[src/logic/mips_pkg.sv]
`default_nettype none

package mips_pkg;

	// ------------------------------
	// Widths
	// ------------------------------
	localparam int DATA_W     = 32;
	localparam int REG_ADDR_W = 5;
	localparam int NUM_REGS   = 32;

	// ------------------------------
	// Opcodes and R-type functs
	// ------------------------------
	localparam logic [5:0] OP_RTYPE = 6'h00;
	localparam logic [5:0] OP_ADDI  = 6'h08;
	localparam logic [5:0] OP_LW    = 6'h23;
	localparam logic [5:0] OP_SW    = 6'h2b;
	localparam logic [5:0] OP_BEQ   = 6'h04;
	localparam logic [5:0] OP_J     = 6'h02;

	localparam logic [5:0] FN_ADD = 6'h20;
	localparam logic [5:0] FN_SUB = 6'h22;
	localparam logic [5:0] FN_AND = 6'h24;
	localparam logic [5:0] FN_OR  = 6'h25;
	localparam logic [5:0] FN_SLT = 6'h2a;

	// ALU operation, set in decode and used in execute
	localparam logic [2:0] ALU_ADD = 3'd0;
	localparam logic [2:0] ALU_SUB = 3'd1;
	localparam logic [2:0] ALU_AND = 3'd2;
	localparam logic [2:0] ALU_OR  = 3'd3;
	localparam logic [2:0] ALU_SLT = 3'd4;

	// Execute operand source
	localparam logic [1:0] FWD_REG = 2'd0;
	// Result being written back
	localparam logic [1:0] FWD_WB  = 2'd1;
	// ALU result sitting in the memory stage
	localparam logic [1:0] FWD_MEM = 2'd2;

	// ------------------------------
	// Instruction word
	// ------------------------------
	typedef struct packed {
		logic [5:0] opcode;
		logic [4:0] rs;
		logic [4:0] rt;
		logic [4:0] rd;
		logic [4:0] shamt;
		logic [5:0] funct;
	} r_view_t;

	// J target is {rs, rt, imm} of this view
	typedef struct packed {
		logic [5:0]  opcode;
		logic [4:0]  rs;
		logic [4:0]  rt;
		logic [15:0] imm;
	} i_view_t;

	typedef union packed {
		r_view_t r;
		i_view_t i;
	} instr_u;

endpackage

`default_nettype wire
[src/logic/mips_memory.sv]
`timescale 1ns/1ps
`default_nettype none

module mips_memory #(
	parameter int DMEM_DEPTH = 64
) (
	input  wire                               clk,
	input  wire                               arst_n,
	input  wire  [mips_pkg::DATA_W-1:0]       alu_result_m,
	input  wire  [mips_pkg::DATA_W-1:0]       store_data_m,
	input  wire  [mips_pkg::REG_ADDR_W-1:0]   write_reg_m,
	input  wire                               reg_write_m,
	input  wire                               mem_to_reg_m,
	input  wire                               mem_write_m,
	output logic                              wb_en,
	output logic [mips_pkg::REG_ADDR_W-1:0]   wb_addr,
	output logic [mips_pkg::DATA_W-1:0]       wb_data
);
	import mips_pkg::*;

	localparam int DA_W = $clog2(DMEM_DEPTH);

	logic [DATA_W-1:0] dmem [DMEM_DEPTH];
	logic [DATA_W-1:0] read_data_m;
	logic [DATA_W-1:0] read_data_w;
	logic [DATA_W-1:0] alu_result_w;
	logic              mem_to_reg_w;

	// Word addressed, byte offset ignored
	assign read_data_m = dmem[alu_result_m[DA_W+1:2]];

	always_ff @(posedge clk) begin
		if (mem_write_m) begin
			dmem[alu_result_m[DA_W+1:2]] <= store_data_m;
		end
	end

	// ------------------------------
	// Memory/writeback register
	// ------------------------------
	always_ff @(posedge clk or negedge arst_n) begin
		if (!arst_n) begin
			wb_en        <= 1'b0;
			wb_addr      <= '0;
			mem_to_reg_w <= 1'b0;
		end else begin
			wb_en        <= reg_write_m;
			wb_addr      <= write_reg_m;
			mem_to_reg_w <= mem_to_reg_m;
		end
	end

	always_ff @(posedge clk) begin
		read_data_w  <= read_data_m;
		alu_result_w <= alu_result_m;
	end

	// Result select
	assign wb_data = mem_to_reg_w ? read_data_w : alu_result_w;

endmodule

`default_nettype wire

[config.mk]
export PLATFORM = sky130hd
export DESIGN_NAME = mips_memory
export DESIGN_NICKNAME = d
export VERILOG_FILES = /design/src/logic/mips_pkg.sv /design/src/logic/mips_memory.sv
export SDC_FILE = /design/constraint.sdc
export NUM_CORES = 2
export LEC_CHECK = 0
export BUFFER_PORTS_ARGS = -buffer_cell sky130_fd_sc_hd__buf_4
export CAP_MARGIN = 0
export CORE_UTILIZATION = 40
export CTS_BUF_LIST = sky130_fd_sc_hd__clkbuf_2
export DETAILED_ROUTE_END_ITERATION = 10
export SETUP_SLACK_MARGIN = 0.1
export SYNTH_ARGS = -nofsm -noshare
export SYNTH_HDL_FRONTEND = slang
export SYNTH_SLANG_ARGS = --single-unit
[constraint.sdc]
create_clock -name clk -period 1.9 [get_ports clk]
set_input_delay 0.19 -clock clk [delete_from_list [all_inputs] [get_ports clk]]
set_output_delay 0.19 -clock clk [all_outputs]
set_load 0.02 [all_outputs]
==> results.cfg <==
[outcome]
outcome = finished, violations left
violations = hold timing, setup timing

[hold_path]
min_to = alu_result_w[5]
hold_path.startpoint = alu_result_m[5]
hold_class = input port to register
min_path_cells = 4

[clock_network]
cts_buffers = 560
h-tree-depth = 6
path_clk_slew_ns = 0.09
clk_latency_ns = 1.98
cts_tree = built
clock_path_buffers = 4
clkSinkCount = 2119
root_buffer = clkbuf_2

[drt]
drt_iter0_markers = 5691
met2WireLength_um = 115200
drc = 0
wl_per_cell_um = 27.38
wl_met1_um = 98150
highest_layer = met5
wl_met3_um = 19200
ant_nets = 0
drt-total-wl_um = 238800
dr.pass1.iters = 8
route.vias.total = 50001
vias_per_cell = 5.733

[synth]
synth_top_cell_by_area = edfxtp_1
netlist_instances = 4493
async_reset_ff_share_pct = 0.3303
postSynthAreaPerCell_um2 = 17.81
ys.flop_type = edfxtp_1
ys_ff_latch = 2119
synth_top_area_share_pct = 76.85
ys_top_cells_by_count = 2048 x edfxtp_1, 312 x a22oi_1, 299 x mux2i_1, 238 x a221oi_1, 153 x nor2_1
syn_area_mm2 = 0.08002
synth_nets = 4567
yosysSeqAreaShare_pct = 78.67
synth_cell_types = 59
yosysMostFrequentCell = edfxtp_1
yosysWarnings = 0
synthTopCellsByArea = edfxtp_1 77%, mux2i_1 3.7%, a22oi_1 2.9%
synth_edf_count = 2048

[die]
die_width_um = 449.3
start_util_pct = 40.41
die_h_um = 449.3
ios = 112
coreArea_mm2 = 0.1980
dieArea_mm2 = 0.2018
rows = 163

[global_route]
grt_pass1_vias = 50492
grt_pass1_wl_um = 345300
antenna_found_initial = 5
track_usage_pct = 23.30
grt_max_degree = 120
gr-total-overflow = 0

[flow_run]
cap_viol_max_count = 0

[power_and_ir_drop]
powerDensity_mw_per_mm2 = 896.0
combPwrFrac_pct = 8.2
pwr-share-clk_pct = 33.8
switchingPower_mw = 22.73
p_int_mw = 66.64
p_sw_share_pct = 25.43
power_mw = 89.37
ir_drop_mv = 0.5068
leakagePower_nw = 34.00
sequentialPowerShare_pct = 58.0

[timing]
maxSlewHeadroom_pct = 10.73
fin_crit_ns = 3.351
finalWorstSetupSlack_ns = -1.451
worst_slew_pin_slew_ns = 1.339
setup_violations = 42
setup_tns_ns = -49.51
slew_violations = 0
timing.final.crit_share_pct = 176.4
fmaxAchievable_ghz = 0.2984
skew_ns = 0.2105
rsz0062_at_grt = true
whs_ns = -0.03707
final_hold_viol_count = 4

[worst_setup_path]
crit_path_end_kind = output pin
critPathLaunch = mem_to_reg_w
cp_data_arrival_time_ns = 3.16
path_max_fanout = 5
critical_path_required_ns = 1.71
r2r-end = read_data_w[5]
max_stage_delay_ns = 0.46
path_class = register to output pin
crit_path_start_kind = register
reg2reg_depth = 6
r2r_start = dmem[25][5]
cpMaxStageDelayCell = dfrtp_2
worstPathCellList = buf_4 > buf_12 > mux2_4 > buf_6
ff2ff_setup_slack_ns = -0.02

[placed_design]
io_buffers = 111
routabilityCongestion = 0.8613
dpl.cell_count = 7506
place_ws_ns = -1.260
hpwlAfterDp_um = 143300

[finish]
num-fill-cells = 16454
finalNetCount = 5787
instances_no_fill = 8721
area_growth_pct = 24.64
drive_gt1_share_pct = 32.77
routing by layer:
layer,GRT usage (%),up-vias
li1,-,21478
met1,31.83,25668
met2,37.64,2457
met3,4.359,394
met4,7.354,4
met5,0,-
how the worst max path moves through the flow:
stage                            to  slack [ns]
finish                   wb_data[2]       -1.45
detailed placement  read_data_w[24]       -1.26
CTS                     wb_data[23]       -1.58
global route             wb_data[2]       -1.58
floorplan               dmem[10][0]       -0.44
global placement    read_data_w[14]       -1.33
final cells by class:
type,instances,area [um^2],share of cell area (%)
multi-input cells,2033,17230,17.27
clock inverters,89,455.4,0.4566
repair buffers,997,11590,11.62
inverters,2,11.26,0.01129
flip-flops and latches,2119,62960,63.12
diodes,8,20.02,0.02007
clock buffers,833,4169,4.180
well taps,2640,3303,3.312
registers in the layout (all words and copies together) (netlist names):
signal / count
read_data_w: 32
wb_addr: 5
wb_en: 1
dmem: 2048
alu_result_w: 32
mem_to_reg_w: 1
critical path: cells and delay by family, from the launching register on:
| family | cells | cell delay (ns) |
|---|---|---|
| flops | 1 | 0.46 |
| buf+inv | 3 | 0.44 |
| mux | 1 | 0.34 |
layout by cell type, fill, tap and decap left out, types with 15 or more instances in the layout:
cell	Yosys	final
a22o_1	21	21
a211o_1	15	15
a221oi_2	3	39
nand3_1	27	23
o21ai_2	0	26
clkbuf_2	0	834
nand4_1	15	15
buf_4	28	450
o21ai_0	130	88
nor3_1	45	45
a221oi_1	238	199
mux2i_1	299	299
a211oi_1	45	45
nor2_1	153	78
edfxtp_1	2048	2048
dfxtp_1	64	64
a222oi_1	16	16
clkinv_1	0	62
a21oi_1	83	69
nand2_1	68	64
buf_12	0	241
inv_2	2	15
o21ai_1	25	39
o22ai_1	113	109
or3_1	28	21
dlygate4sd3_1	0	252
mux2_2	133	99
nor2_4	1	68
mux2_4	0	38
o221ai_1	34	26
a22oi_1	312	308
buf_6	22	34
a31oi_1	31	27
o22a_1	29	29
what timing repair did:
item	in CTS	in global routing
hold buffers	279	7
resized for setup	184	108
endpoints found under the hold margin	4174	2069
gates cloned	0	2
pin swaps	52	60
setup endpoints to repair	61	555
buffers inserted	0	3
power groups by stage:
| stage | Sequential [mW] | Clock [mW] | Combinational, mW |
|---|---|---|---|
| 2_1_floorplan | 52.7 | 0 | 2.79 |
| 3_3_place_gp | 52.9 | 0 | 6.19 |
| 3_5_place_dp | 52.9 | 0 | 6.26 |
| 4_1_cts | 51.8 | 30.9 | 7.14 |
| 5_1_grt | 51.9 | 33.3 | 7.69 |
| 6_report | 51.8 | 30.2 | 7.31 |
kinds of logic (layout without fill, tap and decap cells):
logic type / after synthesis / after routing / share of synthesized area [%]
compound gates: 1218 / 1218 / 11.26
buf+inv: 341 / 1921 / 2.145
flops: 2119 / 2119 / 78.67
mux: 438 / 438 / 5.724
other cells: 0 / 8 / 0
simple gates: 377 / 377 / 2.192
per-stage QoR:
| stage | util [%] | instance area [um^2] |
|---|---|---|
| global route | 50.36 | 99730 |
| finish | 50.36 | 99740 |
| detailed placement | 45.72 | 90540 |
| CTS | 50.05 | 99110 |
| global placement | 45.72 | 90540 |
| floorplan | - | 80700 |
Power figures use the tool's default switching activity.
