===== src/logic/mips_pkg.sv =====
`default_nettype none

package mips_pkg;

	// ------------------------------
	// Widths
	// ------------------------------
	localparam int DATA_W     = 32;
	localparam int REG_ADDR_W = 5;
	localparam int NUM_REGS   = 32;

	// ------------------------------
	// Opcodes and R-type functs
	// ------------------------------
	localparam logic [5:0] OP_RTYPE = 6'h00;
	localparam logic [5:0] OP_ADDI  = 6'h08;
	localparam logic [5:0] OP_LW    = 6'h23;
	localparam logic [5:0] OP_SW    = 6'h2b;
	localparam logic [5:0] OP_BEQ   = 6'h04;
	localparam logic [5:0] OP_J     = 6'h02;

	localparam logic [5:0] FN_ADD = 6'h20;
	localparam logic [5:0] FN_SUB = 6'h22;
	localparam logic [5:0] FN_AND = 6'h24;
	localparam logic [5:0] FN_OR  = 6'h25;
	localparam logic [5:0] FN_SLT = 6'h2a;

	// ALU operation, set in decode and used in execute
	localparam logic [2:0] ALU_ADD = 3'd0;
	localparam logic [2:0] ALU_SUB = 3'd1;
	localparam logic [2:0] ALU_AND = 3'd2;
	localparam logic [2:0] ALU_OR  = 3'd3;
	localparam logic [2:0] ALU_SLT = 3'd4;

	// Execute operand source
	localparam logic [1:0] FWD_REG = 2'd0;
	// Result being written back
	localparam logic [1:0] FWD_WB  = 2'd1;
	// ALU result sitting in the memory stage
	localparam logic [1:0] FWD_MEM = 2'd2;

	// ------------------------------
	// Instruction word
	// ------------------------------
	typedef struct packed {
		logic [5:0] opcode;
		logic [4:0] rs;
		logic [4:0] rt;
		logic [4:0] rd;
		logic [4:0] shamt;
		logic [5:0] funct;
	} r_view_t;

	// J target is {rs, rt, imm} of this view
	typedef struct packed {
		logic [5:0]  opcode;
		logic [4:0]  rs;
		logic [4:0]  rt;
		logic [15:0] imm;
	} i_view_t;

	typedef union packed {
		r_view_t r;
		i_view_t i;
	} instr_u;

endpackage

`default_nettype wire

===== src/logic/mips_decode.sv =====
`timescale 1ns/1ps
`default_nettype none

module mips_decode (
	input  wire                               clk,
	input  wire                               arst_n,
	input  wire mips_pkg::instr_u             instr_d,
	input  wire  [mips_pkg::DATA_W-1:0]       pc_plus4_d,
	input  wire                               stall,
	input  wire                               flush_e,
	input  wire                               fwd_a_d,
	input  wire                               fwd_b_d,
	input  wire  [mips_pkg::DATA_W-1:0]       alu_result_m,
	input  wire                               wb_en,
	input  wire  [mips_pkg::REG_ADDR_W-1:0]   wb_addr,
	input  wire  [mips_pkg::DATA_W-1:0]       wb_data,
	output logic                              redirect,
	output logic [mips_pkg::DATA_W-1:0]       redirect_pc,
	output logic [mips_pkg::REG_ADDR_W-1:0]   rs_d,
	output logic [mips_pkg::REG_ADDR_W-1:0]   rt_d,
	output logic                              branch_d,
	output logic [mips_pkg::REG_ADDR_W-1:0]   rs_e,
	output logic [mips_pkg::REG_ADDR_W-1:0]   rt_e,
	output logic [mips_pkg::REG_ADDR_W-1:0]   rd_e,
	output logic [mips_pkg::DATA_W-1:0]       read_a_e,
	output logic [mips_pkg::DATA_W-1:0]       read_b_e,
	output logic [mips_pkg::DATA_W-1:0]       imm_e,
	output logic [2:0]                        alu_op_e,
	output logic                              alu_src_e,
	output logic                              reg_dst_e,
	output logic                              reg_write_e,
	output logic                              mem_to_reg_e,
	output logic                              mem_write_e
);
	import mips_pkg::*;

	logic [DATA_W-1:0]     regs [NUM_REGS];
	logic [DATA_W-1:0]     read_a, read_b;
	logic [DATA_W-1:0]     cmp_a, cmp_b;
	logic [DATA_W-1:0]     imm_d;
	logic [REG_ADDR_W-1:0] dest_d;
	logic [2:0]            alu_op_d;
	logic                  alu_src_d;
	logic                  reg_dst_d;
	logic                  reg_write_d;
	logic                  mem_to_reg_d;
	logic                  mem_write_d;
	logic                  jump_d;
	logic                  taken_d;

	assign rs_d  = instr_d.r.rs;
	assign rt_d  = instr_d.r.rt;
	assign imm_d = {{(DATA_W-16){instr_d.i.imm[15]}}, instr_d.i.imm};

	// ------------------------------
	// Control
	// ------------------------------
	always_comb begin
		alu_op_d     = ALU_ADD;
		alu_src_d    = 1'b0;
		reg_dst_d    = 1'b0;
		reg_write_d  = 1'b0;
		mem_to_reg_d = 1'b0;
		mem_write_d  = 1'b0;
		branch_d     = 1'b0;
		jump_d       = 1'b0;
		case (instr_d.r.opcode)
			OP_RTYPE: begin
				reg_dst_d   = 1'b1;
				reg_write_d = 1'b1;
				case (instr_d.r.funct)
					FN_ADD:  alu_op_d = ALU_ADD;
					FN_SUB:  alu_op_d = ALU_SUB;
					FN_AND:  alu_op_d = ALU_AND;
					FN_OR:   alu_op_d = ALU_OR;
					FN_SLT:  alu_op_d = ALU_SLT;
					// Unknown funct retires nothing
					default: reg_write_d = 1'b0;
				endcase
			end
			OP_ADDI: begin
				alu_src_d   = 1'b1;
				reg_write_d = 1'b1;
			end
			OP_LW: begin
				alu_src_d    = 1'b1;
				reg_write_d  = 1'b1;
				mem_to_reg_d = 1'b1;
			end
			OP_SW: begin
				alu_src_d   = 1'b1;
				mem_write_d = 1'b1;
			end
			OP_BEQ:  branch_d = 1'b1;
			OP_J:    jump_d   = 1'b1;
			default: ;
		endcase
	end

	// Destination as execute will pick it
	// A $0 destination never writes
	assign dest_d = reg_dst_d ? instr_d.r.rd : instr_d.r.rt;

	// ------------------------------
	// Register file
	// ------------------------------
	always_ff @(posedge clk or negedge arst_n) begin
		if (!arst_n) begin
			for (int i = 0; i < NUM_REGS; i++) begin
				regs[i] <= '0;
			end
		end else if (wb_en) begin
			regs[wb_addr] <= wb_data;
		end
	end

	// Write-through so the writeback value wins in the same cycle
	assign read_a = (wb_en && wb_addr == rs_d) ? wb_data : regs[rs_d];
	assign read_b = (wb_en && wb_addr == rt_d) ? wb_data : regs[rt_d];

	// Branch compare takes the memory-stage result when forwarded
	assign cmp_a   = fwd_a_d ? alu_result_m : read_a;
	assign cmp_b   = fwd_b_d ? alu_result_m : read_b;
	assign taken_d = branch_d && (cmp_a == cmp_b);

	// Held back while the operands are not ready
	assign redirect    = (taken_d || jump_d) && !stall;
	assign redirect_pc = jump_d
		? {pc_plus4_d[DATA_W-1:28], instr_d.i.rs, instr_d.i.rt, instr_d.i.imm, 2'b00}
		: pc_plus4_d + {imm_d[DATA_W-3:0], 2'b00};

	// ------------------------------
	// Decode/execute register
	// ------------------------------
	always_ff @(posedge clk or negedge arst_n) begin
		if (!arst_n) begin
			alu_op_e     <= ALU_ADD;
			alu_src_e    <= 1'b0;
			reg_dst_e    <= 1'b0;
			reg_write_e  <= 1'b0;
			mem_to_reg_e <= 1'b0;
			mem_write_e  <= 1'b0;
		end else if (flush_e) begin
			// Bubble behind the held instruction
			alu_op_e     <= ALU_ADD;
			alu_src_e    <= 1'b0;
			reg_dst_e    <= 1'b0;
			reg_write_e  <= 1'b0;
			mem_to_reg_e <= 1'b0;
			mem_write_e  <= 1'b0;
		end else begin
			alu_op_e     <= alu_op_d;
			alu_src_e    <= alu_src_d;
			reg_dst_e    <= reg_dst_d;
			reg_write_e  <= reg_write_d && (dest_d != '0);
			mem_to_reg_e <= mem_to_reg_d;
			mem_write_e  <= mem_write_d;
		end
	end

	always_ff @(posedge clk) begin
		rs_e     <= rs_d;
		rt_e     <= rt_d;
		rd_e     <= instr_d.r.rd;
		read_a_e <= read_a;
		read_b_e <= read_b;
		imm_e    <= imm_d;
	end

endmodule

`default_nettype wire


===== config.mk =====
export PLATFORM = sky130hd
export DESIGN_NAME = mips_decode
export DESIGN_NICKNAME = d
export VERILOG_FILES = /design/src/logic/mips_pkg.sv /design/src/logic/mips_decode.sv
export SDC_FILE = /design/constraint.sdc
export NUM_CORES = 2
export LEC_CHECK = 0
export BUFFER_PORTS_ARGS = -buffer_cell sky130_fd_sc_hd__buf_2
export CORE_ASPECT_RATIO = 0.9
export CORE_MARGIN = 3
export CORE_UTILIZATION = 26
export CTS_CLUSTER_SIZE = 30
export DETAILED_ROUTE_END_ITERATION = 8
export HOLD_SLACK_MARGIN = 0.1
export REMOVE_ABC_BUFFERS = 1
export SLEW_MARGIN = 20
export SYNTH_ARGS = -nofsm -noshare
export SYNTH_HDL_FRONTEND = slang
export SYNTH_SLANG_ARGS = --single-unit

===== constraint.sdc =====
create_clock -name clk -period 4.3 [get_ports clk]
set_input_delay 0.215 -clock clk [delete_from_list [all_inputs] [get_ports clk]]
set_output_delay 0.215 -clock clk [all_outputs]
set_load 0.02 [all_outputs]

==> impl_metrics.csv <==
group,metric,value,unit
floorplanning,die-area,244000,sq um
global_routing,grt_max_degree,164,
floorplanning,die_y,469,microns
setup_path,critical_path_class,"in2out",
global_routing,grt_pass1_wl,369,mm
routing,ant_nets,0,
yosys,synth.yosys.seq_area_share,44.6,%
clock_tree,tritoncts,"yes",
clock_tree,cts_buffers,135,
run_status,violations,"negative setup slack",
final_layout,multi_input_area,32100,sq um
routing,wl,266,mm
global_routing,grt_pass1_vias,47225,
sta,rsz0062_at_grt,"true",
routing,viasPerCell,5.65,
setup_path,end_kind,"output port",
final_layout,stdcell_count,8429,
placed_design,placement.cell_area,69700,sq um
sta,holdWs,0.146,ns
clock_tree,h-tree-depth,4,
power_and_ir_drop,irDropWorstVdd,0.432,mV
final_layout,fin_area,75600,sq um
final_layout,ff_latch_area,27600,sq um
yosys,yosysWarnings,0,
global_routing,gr-usage-all-layers,21.2,%
final_layout,synthToLayoutAreaGrowth,21.9,%
yosys,postSynthAreaPerCell,13.5,sq um
yosys,synthCells,4601,
final_layout,n_fill_cell,23591,
floorplanning,rows,169,
sta,tightest_slew,1.15,ns
sta,slew_headroom,21.1,%
final_layout,fin_nets,5293,
floorplanning,dieWidth,521,microns
yosys,synth_edf_count,0,
sta,final-hold-violation-count,0,
final_layout,final_core_util,32.0,%
power_and_ir_drop,cellPowerDensity,460,nW/um^2
run_status,status,"finished with violations",
routing,routedWlPerCell,31.5,microns
sta,slew_violations,0,
floorplanning,start_util,26.2,%
power_and_ir_drop,p_leak,0.0326,uW
sta,max_freq,208,MHz
clock_tree,cts.sinks,1122,
flow_run,drv_cap,0,
placed_design,dpl.cell_count,8073,
sta,clock_skew,0.0353,ns
sta,fin_crit,4.80,ns
routing,dr.pass1.iters,6,
setup_path,cp.arrival,4.59,ns
clock_tree,path_clk_slew,0.05,ns
clock_tree,clockRootBuffer,"clkbuf_16",
setup_path,crit_required,4.09,ns
sta,fin_crit_sh,112,%
yosys,async_flop_share,92.0,%
placed_design,gp_congestion,0.969,
placed_design,place.port_buffers,302,
global_routing,grt_antenna_before_repair,48,
clock_tree,clock_latency,0.81,ns
yosys,synthesis.area,62000,sq um
global_routing,grt_overflow,0,
final_layout,drive_gt1_share,48.2,%
sta,layout_setup_ws,-0.501,ns
setup_path,critical_path.max_fanout,16,
routing,remaining_drc_errors,0,
power_and_ir_drop,power,34700,uW
clock_tree,cts_buffer_depth,3,
placed_design,hpwl,183,mm
routing,num_vias,47604,
yosys,synth_cell_types,91,
setup_path,critPathLaunchType,"input port",
sta,setup_viol,1,
yosys,ys_ff_latch,1122,
yosys,synth_ff_type,"dfrtp_1",
floorplanning,core-area,236000,sq um
floorplanning,ios,303,
min_path,worstHoldPathType,"in2reg",
routing,drt_iter0_drc,5948,
-- cell usage in the layout (no fill, tap or decap), types with 65 or more instances in the layout --
master and n:
mux4_2 420, buf_2 293, a21oi_1 74, dfrtp_1 1032, clkbuf_16 139, dlygate4sd3_1 67, a22oi_1 78, nand2_1 184
buf_4 430, mux2i_1 173, buf_12 73, xnor2_1 65, dfxtp_1 90, o21ai_0 160, nor2_1 93, mux2_2 948
-- kinds of logic (layout without fill, tap and decap cells) --
kind of cell             Yosys count  count (layout)  share of synthesized area, %
multiplexers                    1583            1583                          37.0
buffers and inverters            541            1172                          4.52
other                              0              34                             0
AO/OA/AOI/OAI                    646             646                          7.28
adder cells (fa/ha/maj)           30              30                         0.618
XOR/XNOR                         107             107                          1.51
AND/OR/NAND/NOR                  572             572                          4.50
flip-flops                      1122            1122                          44.6
-- state kept, by name (all words and copies together) (netlist names) --
| signal | flops |
|---|---|
| regs | 1024 |
| mem_write_e | 1 |
| alu_op_e | 3 |
| rs_e | 5 |
| reg_write_e | 1 |
| mem_to_reg_e | 1 |
| reg_dst_e | 1 |
| rt_e | 5 |
| alu_src_e | 1 |
| read_a_e | 32 |
| read_b_e | 32 |
| imm_e | 16 |
-- power breakdown --
group / total, uW / internal [uW] / switching, uW
logic: 8520 / 4390 / 4130
registers: 14100 / 12600 / 1520
clock network: 12100 / 7050 / 5060
-- critical path: stages --
cell       delay (ns)
buf_2            0.11
buf_12           0.15
buf_4            0.22
nor3b_1          0.93
buf_4            0.30
a22oi_1          0.07
nand2_1          0.11
mux2i_1          0.07
a31oi_1          0.35
xor2_2           0.17
or4_4            0.52
a2111oi_4        0.35
nand4_1          0.42
a2bb2oi_4        0.37
buf_6            0.16
-- metal layers --
layer / GRT usage, % / share of wire (%) / vias up
li1: - / - / 18742
met1: 26.5 / 38 / 25005
met2: 32.2 / 44 / 3076
met3: 5.94 / 10 / 767
met4: 13.4 / 7.2 / 14
met5: 0 / 0.039 / -
-- synthesized netlist by cell type, types with 34 or more instances --
master / instances / share of area (%)
mux2i_1: 174 / 2.8
o21ai_0: 164 / 1.3
dfrtp_1: 1032 / 42
o22ai_1: 40 / 0.40
mux2_2: 949 / 17
dfxtp_1: 90 / 2.9
a22o_1: 42 / 0.59
nand3_1: 40 / 0.32
a22oi_1: 80 / 0.97
mux4_1: 41 / 1.7
a221oi_1: 46 / 0.65
buf_4: 59 / 0.71
inv_1: 53 / 0.32
nor2_1: 116 / 0.70
nand2_1: 201 / 1.2
xnor2_1: 65 / 0.92
buf_1: 34 / 0.21
buf_6: 34 / 0.62
a21oi_1: 78 / 0.63
xor2_1: 42 / 0.59
mux4_2: 417 / 15
nor3_1: 49 / 0.40
buf_2: 65 / 0.52
clkbuf_1: 276 / 1.7
-- path summary, 6_finish.rpt --
check	from	to	slack, ns	cells after the start
setup / recovery	instr_d[20]	redirect	-0.50	15
hold / removal	instr_d[9]	imm_e[9]	0.15	2
setup reg to reg	regs[403]	read_a_e[19]	1.81	6
hold reg to reg	regs[763]	regs[763]	0.50	2
max in group asynchronous	arst_n	regs[567]	2.41	5
min in group asynchronous	arst_n	alu_op_e[0]	0.60	4
-- layout make-up --
cell class	instances	area share [%]
multi-input combinational	2938	42.4
sequential	1122	36.6
timing repair buffer	871	9.18
tap	3163	5.24
clock buffer	186	5.22
clock inverter	60	0.974
inverter	55	0.273
antenna	34	0.113
-- what timing repair did --
action                                  in CTS  in global routing
pin swaps                                   11                 11
hold endpoints to repair                   763                  4
buffers inserted                             5                  5
hold buffers                                67                  2
endpoints found under the setup margin       1                  7
resized for setup                           36                 30
-- through the flow --
step / setup TNS (ns) / setup WS (ns)
floorplan: 0 / 0.366
global placement: -0.868 / -0.868
detailed placement: -0.677 / -0.677
CTS: -0.381 / -0.381
global route: -0.518 / -0.518
finish: -0.501 / -0.501
(Power assumes the default switching activity.)
