===== src/logic/mips_pkg.sv =====
`default_nettype none

package mips_pkg;

	// ------------------------------
	// Widths
	// ------------------------------
	localparam int DATA_W     = 32;
	localparam int REG_ADDR_W = 5;
	localparam int NUM_REGS   = 32;

	// ------------------------------
	// Opcodes and R-type functs
	// ------------------------------
	localparam logic [5:0] OP_RTYPE = 6'h00;
	localparam logic [5:0] OP_ADDI  = 6'h08;
	localparam logic [5:0] OP_LW    = 6'h23;
	localparam logic [5:0] OP_SW    = 6'h2b;
	localparam logic [5:0] OP_BEQ   = 6'h04;
	localparam logic [5:0] OP_J     = 6'h02;

	localparam logic [5:0] FN_ADD = 6'h20;
	localparam logic [5:0] FN_SUB = 6'h22;
	localparam logic [5:0] FN_AND = 6'h24;
	localparam logic [5:0] FN_OR  = 6'h25;
	localparam logic [5:0] FN_SLT = 6'h2a;

	// ALU operation, set in decode and used in execute
	localparam logic [2:0] ALU_ADD = 3'd0;
	localparam logic [2:0] ALU_SUB = 3'd1;
	localparam logic [2:0] ALU_AND = 3'd2;
	localparam logic [2:0] ALU_OR  = 3'd3;
	localparam logic [2:0] ALU_SLT = 3'd4;

	// Execute operand source
	localparam logic [1:0] FWD_REG = 2'd0;
	// Result being written back
	localparam logic [1:0] FWD_WB  = 2'd1;
	// ALU result sitting in the memory stage
	localparam logic [1:0] FWD_MEM = 2'd2;

	// ------------------------------
	// Instruction word
	// ------------------------------
	typedef struct packed {
		logic [5:0] opcode;
		logic [4:0] rs;
		logic [4:0] rt;
		logic [4:0] rd;
		logic [4:0] shamt;
		logic [5:0] funct;
	} r_view_t;

	// J target is {rs, rt, imm} of this view
	typedef struct packed {
		logic [5:0]  opcode;
		logic [4:0]  rs;
		logic [4:0]  rt;
		logic [15:0] imm;
	} i_view_t;

	typedef union packed {
		r_view_t r;
		i_view_t i;
	} instr_u;

endpackage

`default_nettype wire

===== src/logic/mips_hazard.sv =====
`timescale 1ns/1ps
`default_nettype none

module mips_hazard (
	input  wire  [mips_pkg::REG_ADDR_W-1:0] rs_d,
	input  wire  [mips_pkg::REG_ADDR_W-1:0] rt_d,
	input  wire                             branch_d,
	input  wire  [mips_pkg::REG_ADDR_W-1:0] rs_e,
	input  wire  [mips_pkg::REG_ADDR_W-1:0] rt_e,
	input  wire  [mips_pkg::REG_ADDR_W-1:0] write_reg_e,
	input  wire                             reg_write_e,
	input  wire                             mem_to_reg_e,
	input  wire  [mips_pkg::REG_ADDR_W-1:0] write_reg_m,
	input  wire                             reg_write_m,
	input  wire                             mem_to_reg_m,
	input  wire  [mips_pkg::REG_ADDR_W-1:0] wb_addr,
	input  wire                             wb_en,
	output logic [1:0]                      fwd_a_e,
	output logic [1:0]                      fwd_b_e,
	output logic                            fwd_a_d,
	output logic                            fwd_b_d,
	output logic                            stall,
	output logic                            flush_e
);
	import mips_pkg::*;

	logic lw_stall;
	logic branch_stall;

	// ------------------------------
	// Forwarding
	// ------------------------------
	// Memory stage is newer, so it beats writeback
	// reg_write is already low for a $0 destination
	assign fwd_a_e = (reg_write_m && write_reg_m == rs_e) ? FWD_MEM :
		(wb_en && wb_addr == rs_e) ? FWD_WB : FWD_REG;
	assign fwd_b_e = (reg_write_m && write_reg_m == rt_e) ? FWD_MEM :
		(wb_en && wb_addr == rt_e) ? FWD_WB : FWD_REG;

	// Branch compare only takes an ALU result from memory
	assign fwd_a_d = reg_write_m && !mem_to_reg_m && write_reg_m == rs_d;
	assign fwd_b_d = reg_write_m && !mem_to_reg_m && write_reg_m == rt_d;

	// ------------------------------
	// Stalls
	// ------------------------------
	// Load in execute feeding the next instruction
	assign lw_stall = mem_to_reg_e && reg_write_e &&
		(write_reg_e == rs_d || write_reg_e == rt_d);

	// Branch waits on any producer in execute, or a load in memory
	assign branch_stall = branch_d &&
		((reg_write_e && (write_reg_e == rs_d || write_reg_e == rt_d)) ||
		(reg_write_m && mem_to_reg_m && (write_reg_m == rs_d || write_reg_m == rt_d)));

	assign stall   = lw_stall || branch_stall;
	// Held instruction leaves a bubble behind it
	assign flush_e = stall;

endmodule

`default_nettype wire


===== config.mk =====
export PLATFORM = sky130hd
export DESIGN_NAME = mips_hazard
export DESIGN_NICKNAME = d
export VERILOG_FILES = /design/src/logic/mips_pkg.sv /design/src/logic/mips_hazard.sv
export SDC_FILE = /design/constraint.sdc
export NUM_CORES = 1
export LEC_CHECK = 0
export BUFFER_PORTS_ARGS = -buffer_cell sky130_fd_sc_hd__buf_2
export CORE_AREA = 5 5 42 44
export DETAILED_ROUTE_END_ITERATION = 8
export DIE_AREA = 0 0 47 49
export PLACE_DENSITY = 0.85
export SYNTH_ARGS = -nofsm -noshare
export SYNTH_HDL_FRONTEND = slang
export SYNTH_SLANG_ARGS = --single-unit

===== constraint.sdc =====
create_clock -name vclk -period 2.3
set_clock_uncertainty 0.05 [all_clocks]
set_input_delay 0.115 -clock vclk [all_inputs]
set_output_delay 0.115 -clock vclk [all_outputs]
set_load 0.05 [all_outputs]

==> results of run 1 <==
final cells by class:
cell class / count / share of cell area [%]
multi-input cells: 64 / 65.2
well taps: 16 / 2.63
repair buffers: 49 / 32.2
report_power, final:
group	switching, W	total [W]	internal [W]
clock	0	0	0
sequential	0	0	0
combinational	0.0000724	0.000138	0.0000658
layer usage:
metal | routed length, um | vias to the layer above | track usage [%]
met4 | 0 | 0 | 0
met5 | 0 | - | 0
met1 | 503 | 279 | 15.0
met3 | 202 | 0 | 0.369
li1 | - | 321 | -
met2 | 828 | 36 | 27.6
synth_stat cells:
library cell	instances
nand3_1	4
nor4_1	5
and3_1	2
o21ai_0	1
a22oi_1	1
nor2_1	4
and4b_1	2
xor2_1	30
nand4_1	1
nor3_1	2
o211ai_2	1
or3_1	1
buf_4	1
xnor2_1	10
kinds of logic after synthesis:
kind of cell    Yosys count  synth area share, %
simple gates             21                 24.1
buf+inv                   1                 1.49
xor+xnor                 40                 69.5
compound gates            3                 4.96
metrics by stage:
step / total power (W) / instance area, sq um / hold WS, ns / setup WS [ns] / std cells
finish: 0.000138 / 762 / 0.576 / 0.895 / 129
global route: 0.000152 / 762 / 0.601 / 0.801 / 129
CTS: 0.000140 / 762 / 0.578 / 0.883 / 129
detailed placement: 0.000140 / 762 / 0.578 / 0.884 / 129
global placement: 0.000135 / 762 / 0.573 / 0.900 / 129
floorplan: 0.0000709 / 504 / 0.410 / 0.737 / 65
worst paths after layout:
kind	cells past startpoint	slack, ns	end
max	6	0.90	stall
min	4	0.58	fwd_a_e[0]
layout by cell type (no fill, tap or decap):
cell / instances
buf_2: 49
xor2_1: 30
xnor2_1: 10
nor4_1: 5
nand3_1: 4
nor2_1: 4
and3_1: 2
nor3_1: 2
and4b_1: 2
a22oi_1: 1
o21ai_0: 1
nand4_1: 1
or3_1: 1
o211ai_2: 1
==> impl_metrics.csv, run 1 <==
group,metric,value,unit
pwr,power_leakage,0.407,nW
route,drt_iter0_markers,1,
logic_synthesis,synth_area_leaders,"xor2_1 (52%), xnor2_1 (17%), nor4_1 (6.2%)",
final_layout,drive_gt1_share,44.2,%
sta,tightest_slew,0.245,ns
floorplan,initial_core_util,36.0,%
final_layout,areaGrowthSynthToFinish,51.1,%
floorplan,num_rows,14,
final_layout,antenna_cells,0,
logic_synthesis,yosys.area.top_type,"xor2_1",
worst_setup_path,crit_chain,"buf_2, xnor2_1, nand4_1, or3_1, o211ai_2, buf_2",
final_layout,clock_buffers,0,
floorplan,die_area,2300,sq um
sta,post-route-period-util,61.1,%
worst_setup_path,slowest_stage,"or3_1",
pwr,powerDensity,181,nW/um^2
route,via_per_inst,4.93,
worst_hold_path,hold_start,"wb_en",
route,routed_wl,1530,um
worst_hold_path,min_path_type,"in2out",
grt,grt_pass1_wl,2460,um
final_layout,final_util,54.4,%
logic_synthesis,synth.yosys.seq_area_share,0,%
sta,slew_headroom,83.5,%
clock_network,hold_buffers,0,
sta,drv_slew,0,
route,vias,636,
logic_synthesis,synth_area,504,sq um
logic_synthesis,syn_inst,65,
worst_setup_path,criticalPathCategory,"in2out",
floorplan,core,1400,sq um
worst_setup_path,crit_fanout,2,
route,first_pass_iters,4,
logic_synthesis,synth.top_cell.area_share,52.1,%
final_layout,fin_nets,156,
worst_setup_path,critical_path.most_common_cell,"buf_2",
worst_setup_path,startpoint_type,"primary input",
route,ant_nets,0,
grt,antenna_found_initial,0,
route,routedWlPerCell,11.9,um
job,maxCapViolCount,0,
worst_setup_path,critical-path-top-delay-family,"simple AND/OR/NAND/NOR gates",
sta,setup_tns,0,ns
worst_setup_path,cp.required,2.13,ns
grt,track_usage,13.5,%
grt,globalRouteOverflowTotal,0,
sta,final.min_clock_period,1.40,ns
logic_synthesis,yosysWarnings,0,
worst_setup_path,startpoint,"rs_d[1]",
pwr,ir_drop,0.0000929,V
run_status,status,"finished clean",
floorplan,io-pin-count,49,
clock_network,cts_resized,0,
place,portBuffers,49,
final_layout,regArea,0,sq um
logic_synthesis,synthesis.nets,106,
clock_network,post_cts_buffers,0,
final_layout,multi_input_area,497,sq um
worst_setup_path,crit_arrival,1.24,ns
place,gp_congestion,0.813,
sta,finalSetupViolCount,0,
final_layout,seq_cells,0,
logic_synthesis,synth_cell_type_count,14,
worst_setup_path,slowest_delay,0.37,ns
route,drc,0,
worst_setup_path,cp_num_buf_inv,2,
final_layout,fillers,144,
worst_setup_path,crit_path_end_kind,"output pin",
sta,hold_viol_final,0,
sta,rsz0062_at_grt,"no",
floorplan,chipWidth,47,um
logic_synthesis,syn_avg_cell_area,7.76,sq um
grt,grt_start_max_net_pins,6,
sta,fmax,712,MHz
floorplan,die_height,49,um
grt,grt_pass1_vias,669,
Power figures use the tool's default switching activity.
==> run 2: changes to the inputs <==
--- a/config.mk
+++ b/config.mk
@@ -6,10 +6,10 @@
 export NUM_CORES = 1
 export LEC_CHECK = 0
 export BUFFER_PORTS_ARGS = -buffer_cell sky130_fd_sc_hd__buf_2
-export CORE_AREA = 5 5 42 44
+export CORE_MARGIN = 5
+export CORE_UTILIZATION = 35
 export DETAILED_ROUTE_END_ITERATION = 8
-export DIE_AREA = 0 0 47 49
-export PLACE_DENSITY = 0.85
+export PLACE_DENSITY = 0.83
 export SYNTH_ARGS = -nofsm -noshare
 export SYNTH_HDL_FRONTEND = slang
 export SYNTH_SLANG_ARGS = --single-unit
==> constraint.sdc (replaced) <==
create_clock -name vclk -period 1.21
set_clock_uncertainty 0.05 [all_clocks]
set_input_delay 0.0605 -clock vclk [all_inputs]
set_output_delay 0.0605 -clock vclk [all_outputs]
set_load 0.05 [all_outputs]
==> run 2 against run 1 <==
Net effect: the run now ends with negative setup slack left; count of clock-buffer cells in the layout unchanged; via count increased by 11%; hold slack got worse by 0.14 ns; first-iteration DRC count grew to 15 times the previous value; final cell count grew 3.1%; die area down 0.14%; non-clock buffer count rose by 5; sequential cell count is the same.
==> impl_metrics.csv, run 2 (synthesis gave the netlist of run 1 again) <==
group,metric,value,unit
final_layout,seq_cells,0,
pwr,powerDensity,377,nW/um^2
floorplan,core,1330,sq um
floorplan,initial_core_util,37.8,%
final_layout,regArea,0,sq um
worst_hold_path,hold_path_depth,4,
floorplan,die_area,2300,sq um
sta,rsz0062_at_grt,"yes",
route,routedWlPerCell,19.3,um
final_layout,fillers,61,
pwr,p_switching,0.000215,W
sta,finalSetupViolCount,4,
place,gp_congestion,0.770,
run_status,violations,"negative setup slack",
route,ant_nets,0,
place,place_inst,134,
floorplan,io-pin-count,49,
run_status,status,"finished with violations",
worst_setup_path,criticalPathCategory,"in2out",
pwr,seqPwrFrac,0,%
grt,grt_start_max_net_pins,6,
sta,setup_tns,-0.146,ns
sta,slew_headroom,76.0,%
worst_setup_path,startpoint_type,"primary input",
worst_setup_path,cp.required,1.10,ns
route,first_pass_iters,4,
grt,antenna_found_initial,0,
sta,final.min_clock_period,1.25,ns
pwr,internal_power,0.000217,W
final_layout,fin_nets,161,
floorplan,chipWidth,48.0,um
route,via_per_inst,5.31,
sta,drv_slew,0,
route,drc,0,
job,maxCapViolCount,0,
worst_hold_path,min_path_type,"in2out",
place,hpwl,1790,um
grt,globalRouteOverflowTotal,0,
route,routed_wl,2570,um
grt,grt_pass1_wl,3050,um
clock_network,post_cts_buffers,0,
final_layout,areaGrowthSynthToFinish,127,%
final_layout,drive_gt1_share,62.7,%
clock_network,hold_buffers,0,
pwr,ir_drop,0.000240,V
pwr,combPwrFrac,100.0,%
floorplan,die_height,48.0,um
sta,fmax,798,MHz
grt,grt_pass1_vias,711,
final_layout,final_cells,133,
worst_setup_path,crit_arrival,1.14,ns
final_layout,layout_commonest_cell,"buf_2",
sta,timing.final.ws_setup,-0.0428,ns
sta,tightest_slew,0.358,ns
sta,hold_viol_final,0,
route,drt_iter0_markers,15,
worst_setup_path,crit_path_end_kind,"output pin",
pwr,clkPwrFrac,0,%
pwr,swShare,49.7,%
worst_hold_path,min_to,"fwd_a_e[0]",
final_layout,antenna_cells,0,
route,vias,706,
sta,post-route-period-util,104,%
pwr,power_leakage,0.513,nW
grt,track_usage,18.8,%
place,portBuffers,49,
worst_setup_path,crit_fanout,2,
worst_hold_path,hold_start,"wb_en",
floorplan,num_rows,13,
final_layout,clock_buffers,0,
final_layout,final_cell_mix,"buf_2 (27), xor2_1 (26), buf_6 (13), buf_4 (8)",
-- run 2: changes by cell type in the layout (fill, tap and decap cells not counted), sizes merged --
cell	delta
buf	+5
-- run 2: timing repair --
item                                   in CTS  in global routing
gates cloned                                0                  0
pin swaps                                  14                 21
endpoints found under the hold margin       0                  0
resized for setup                          25                 44
setup endpoints to repair                   6                  5
-- run 2: per-stage QoR --
stage               util, %  power [W]  hold WS (ns)  setup slack [ns]  instance area (sq um)
floorplan                 -   0.000139         0.244           -0.0947                    524
detailed placement     61.6   0.000291         0.481            -0.209                    822
finish                 85.9   0.000432         0.441           -0.0428                   1150
global route           85.9   0.000454         0.452           -0.0886                   1150
CTS                    68.6   0.000322         0.431           -0.0102                    915
global placement       61.6   0.000276         0.473            -0.137                    822
-- run 2: worst max-delay path, cell delays in order --
cell      delay [ns]
buf_4           0.13
xnor2_2         0.14
nand4_1         0.13
or3_4           0.39
o211ai_4        0.10
buf_6           0.19
-- run 2: area by class of cell --
| cell class | instances | area [sq um] | area share, % |
|---|---|---|---|
| multi-input cells | 64 | 696 | 60.7 |
| repair buffers | 54 | 432 | 37.7 |
| well taps | 15 | 18.8 | 1.64 |
-- run 2: worst max path at each step --
stage                     slack, ns         end           start
after floorplan               -0.09       stall  write_reg_m[2]
final                         -0.04       stall         rs_d[2]
after global routing          -0.09  fwd_a_e[0]      wb_addr[3]
after global placement        -0.14       stall         rs_d[0]
after CTS                     -0.01  fwd_a_e[1]  write_reg_m[0]
after detailed placement      -0.21       stall         rs_d[1]
-- run 2: power by group through the flow --
| stage | sequential (W) | combinational, W | clock, W |
|---|---|---|---|
| final | 0 | 0.000432 | 0 |
| after global routing | 0 | 0.000454 | 0 |
| after CTS | 0 | 0.000322 | 0 |
| after detailed placement | 0 | 0.000291 | 0 |
| after global placement | 0 | 0.000276 | 0 |
| after floorplan | 0 | 0.000139 | 0 |
-- run 2: layer usage --
metal	wire length, um	share of wire, %	global-route usage (%)	vias up
li1	-	-	-	333
met1	905	35	19.3	334
met2	1490	58	39.3	31
met3	102	4.0	1.88	8
met4	74	2.9	4.30	0
met5	0	0	0	-
==> run 3: changes to the inputs <==
--- a/config.mk
+++ b/config.mk
@@ -6,10 +6,12 @@
 export NUM_CORES = 1
 export LEC_CHECK = 0
 export BUFFER_PORTS_ARGS = -buffer_cell sky130_fd_sc_hd__buf_2
+export CELL_PAD_IN_SITES_DETAIL_PLACEMENT = 1
+export CELL_PAD_IN_SITES_GLOBAL_PLACEMENT = 1
 export CORE_MARGIN = 5
-export CORE_UTILIZATION = 35
+export CORE_UTILIZATION = 22
 export DETAILED_ROUTE_END_ITERATION = 8
-export PLACE_DENSITY = 0.83
+export PLACE_DENSITY = 0.82
 export SYNTH_ARGS = -nofsm -noshare
 export SYNTH_HDL_FRONTEND = slang
 export SYNTH_SLANG_ARGS = --single-unit
==> run 3 against run 2 <==
Net effect: the flow still finishes with violations (negative setup slack); wire length decreased by 8.6%; non-clock buffer count increased by 3; die area increased by 46%; critical path depth unchanged; utilization decreased by 36 points; maximum frequency increased by 3.3%; critical path type unchanged; critical endpoint is now flush_e; highest routed layer unchanged.
==> impl_metrics.csv, run 3 (synthesis gave the netlist of run 1 again) <==
group,metric,value,unit
worst_hold_path,hold_start,"wb_en",
sta,fmax,825,MHz
sta,hold_viol_final,0,
place,gp_congestion,0.892,
pwr,swShare,49.3,%
sta,post-route-period-util,100,%
grt,grt_start_max_net_pins,6,
route,drt_iter0_markers,9,
worst_setup_path,crit_fanout,2,
sta,finalSetupViolCount,2,
final_layout,multi_input_area,627,sq um
route,dr_wl_met2,1330,um
final_layout,antenna_cells,0,
pwr,clkPwrFrac,0,%
final_layout,drive_gt1_share,64.5,%
floorplan,core,2190,sq um
worst_setup_path,crit_chain,"buf_8, xnor2_1, nand4_1, or3_4, o211ai_4, buf_6",
final_layout,fin_nets,164,
worst_setup_path,startpoint,"rs_d[2]",
place,hpwl,2060,um
route,met1Wirelength,904,um
worst_setup_path,crit_arrival,1.10,ns
floorplan,num_rows,17,
worst_hold_path,min_path_type,"in2out",
route,ant_nets,0,
floorplan,die_height,57.9,um
final_layout,fillers,254,
grt,globalRouteOverflowTotal,0,
route,dr.max_layer_used,"met4",
run_status,status,"finished with violations",
clock_network,post_cts_buffers,0,
final_layout,layout_commonest_cell,"buf_2",
sta,rsz0062_at_grt,"yes",
pwr,p_switching,0.000188,W
worst_setup_path,criticalPathCategory,"in2out",
worst_setup_path,slowest_stage,"or3_4",
route,vias,670,
final_layout,final_cell_mix,"buf_2 (30), xor2_1 (24), buf_6 (15), xnor2_1 (8), buf_4 (8)",
worst_setup_path,cp.required,1.10,ns
pwr,powerDensity,348,nW/um^2
sta,final.min_clock_period,1.21,ns
sta,slew_headroom,75.8,%
route,routedWlPerCell,15.8,um
floorplan,io-pin-count,49,
sta,setup_tns,-0.00332,ns
grt,track_usage,14.1,%
floorplan,chipWidth,57.9,um
sta,hold_ws,0.486,ns
pwr,seqPwrFrac,0,%
final_layout,areaGrowthSynthToFinish,117,%
worst_setup_path,slowest_delay,0.35,ns
sta,drv_slew,0,
job,maxCapViolCount,0,
place,dpl_worst_slack,-0.224,ns
grt,antenna_found_initial,0,
final_layout,fin_area,1090,sq um
pwr,power_leakage,0.495,nW
route,first_pass_iters,3,
pwr,internal_power,0.000193,W
grt,grt_pass1_wl,3870,um
route,wl_met3,107,um
route,via_per_inst,4.50,
worst_setup_path,crit_path_end_kind,"output pin",
worst_setup_path,startpoint_type,"primary input",
place,portBuffers,49,
run_status,violations,"negative setup slack",
final_layout,regArea,0,sq um
final_layout,seq_cells,0,
place,placed_area,861,sq um
floorplan,die_area,3350,sq um
pwr,ir_drop,0.000151,V
route,routed_wl,2350,um
final_layout,final_util,49.9,%
floorplan,initial_core_util,23.0,%
final_layout,clock_buffers,0,
pwr,combPwrFrac,100.0,%
sta,tightest_slew,0.359,ns
route,drc,0,
grt,grt_pass1_vias,844,
sta,timing.final.ws_setup,-0.00242,ns
[run 3: cell count changes in the layout (fill, tap and decap cells not counted), moves of 3 or more]
| cell | change |
|---|---|
| xor2_2 | +6 |
| nor4_2 | +4 |
| buf_2 | +3 |
| xor2_4 | -4 |
| buf_8 | -3 |
[run 3: area by class of cell]
class                           count  share of cell area [%]
Tap cell                           28                    3.20
Timing Repair Buffer               57                    39.5
Multi-Input combinational cell     64                    57.3
[run 3: worst paths after layout]
kind    endpoint  cells past startpoint  slack (ns)
min   fwd_a_e[0]                      4        0.49
max      flush_e                      6      -0.002
[run 3: what timing repair did]
item,CTS,global route
hold buffers,0,0
endpoints found under the setup margin,8,8
pin swaps,10,18
resized for setup,26,29
[run 3: metrics by stage]
step	instances	power, W
global placement	150	0.000291
finish	149	0.000381
detailed placement	150	0.000303
CTS	149	0.000337
global route	149	0.000411
floorplan	65	0.000139
[run 3: power by group through the flow]
| stage | sequential (W) | clock, W | combinational, W |
|---|---|---|---|
| after floorplan | 0 | 0 | 0.000139 |
| after global placement | 0 | 0 | 0.000291 |
| after detailed placement | 0 | 0 | 0.000303 |
| after CTS | 0 | 0 | 0.000337 |
| after global routing | 0 | 0 | 0.000411 |
| final | 0 | 0 | 0.000381 |
[run 3: layer usage]
| layer | GRT usage (%) | vias to the layer above |
|---|---|---|
| met3 | 1.11 | 2 |
| met5 | 0 | - |
| met1 | 17.5 | 317 |
| li1 | - | 333 |
| met2 | 27.7 | 18 |
| met4 | 0 | 0 |
[run 3: critical path, delay by kind of cell]
family / cells / cell delay, ns
AOI/OAI and AO/OA: 1 / 0.10
xor gates and xnor gates: 1 / 0.19
buffers and inverters: 2 / 0.28
and+or+nand+nor: 2 / 0.45
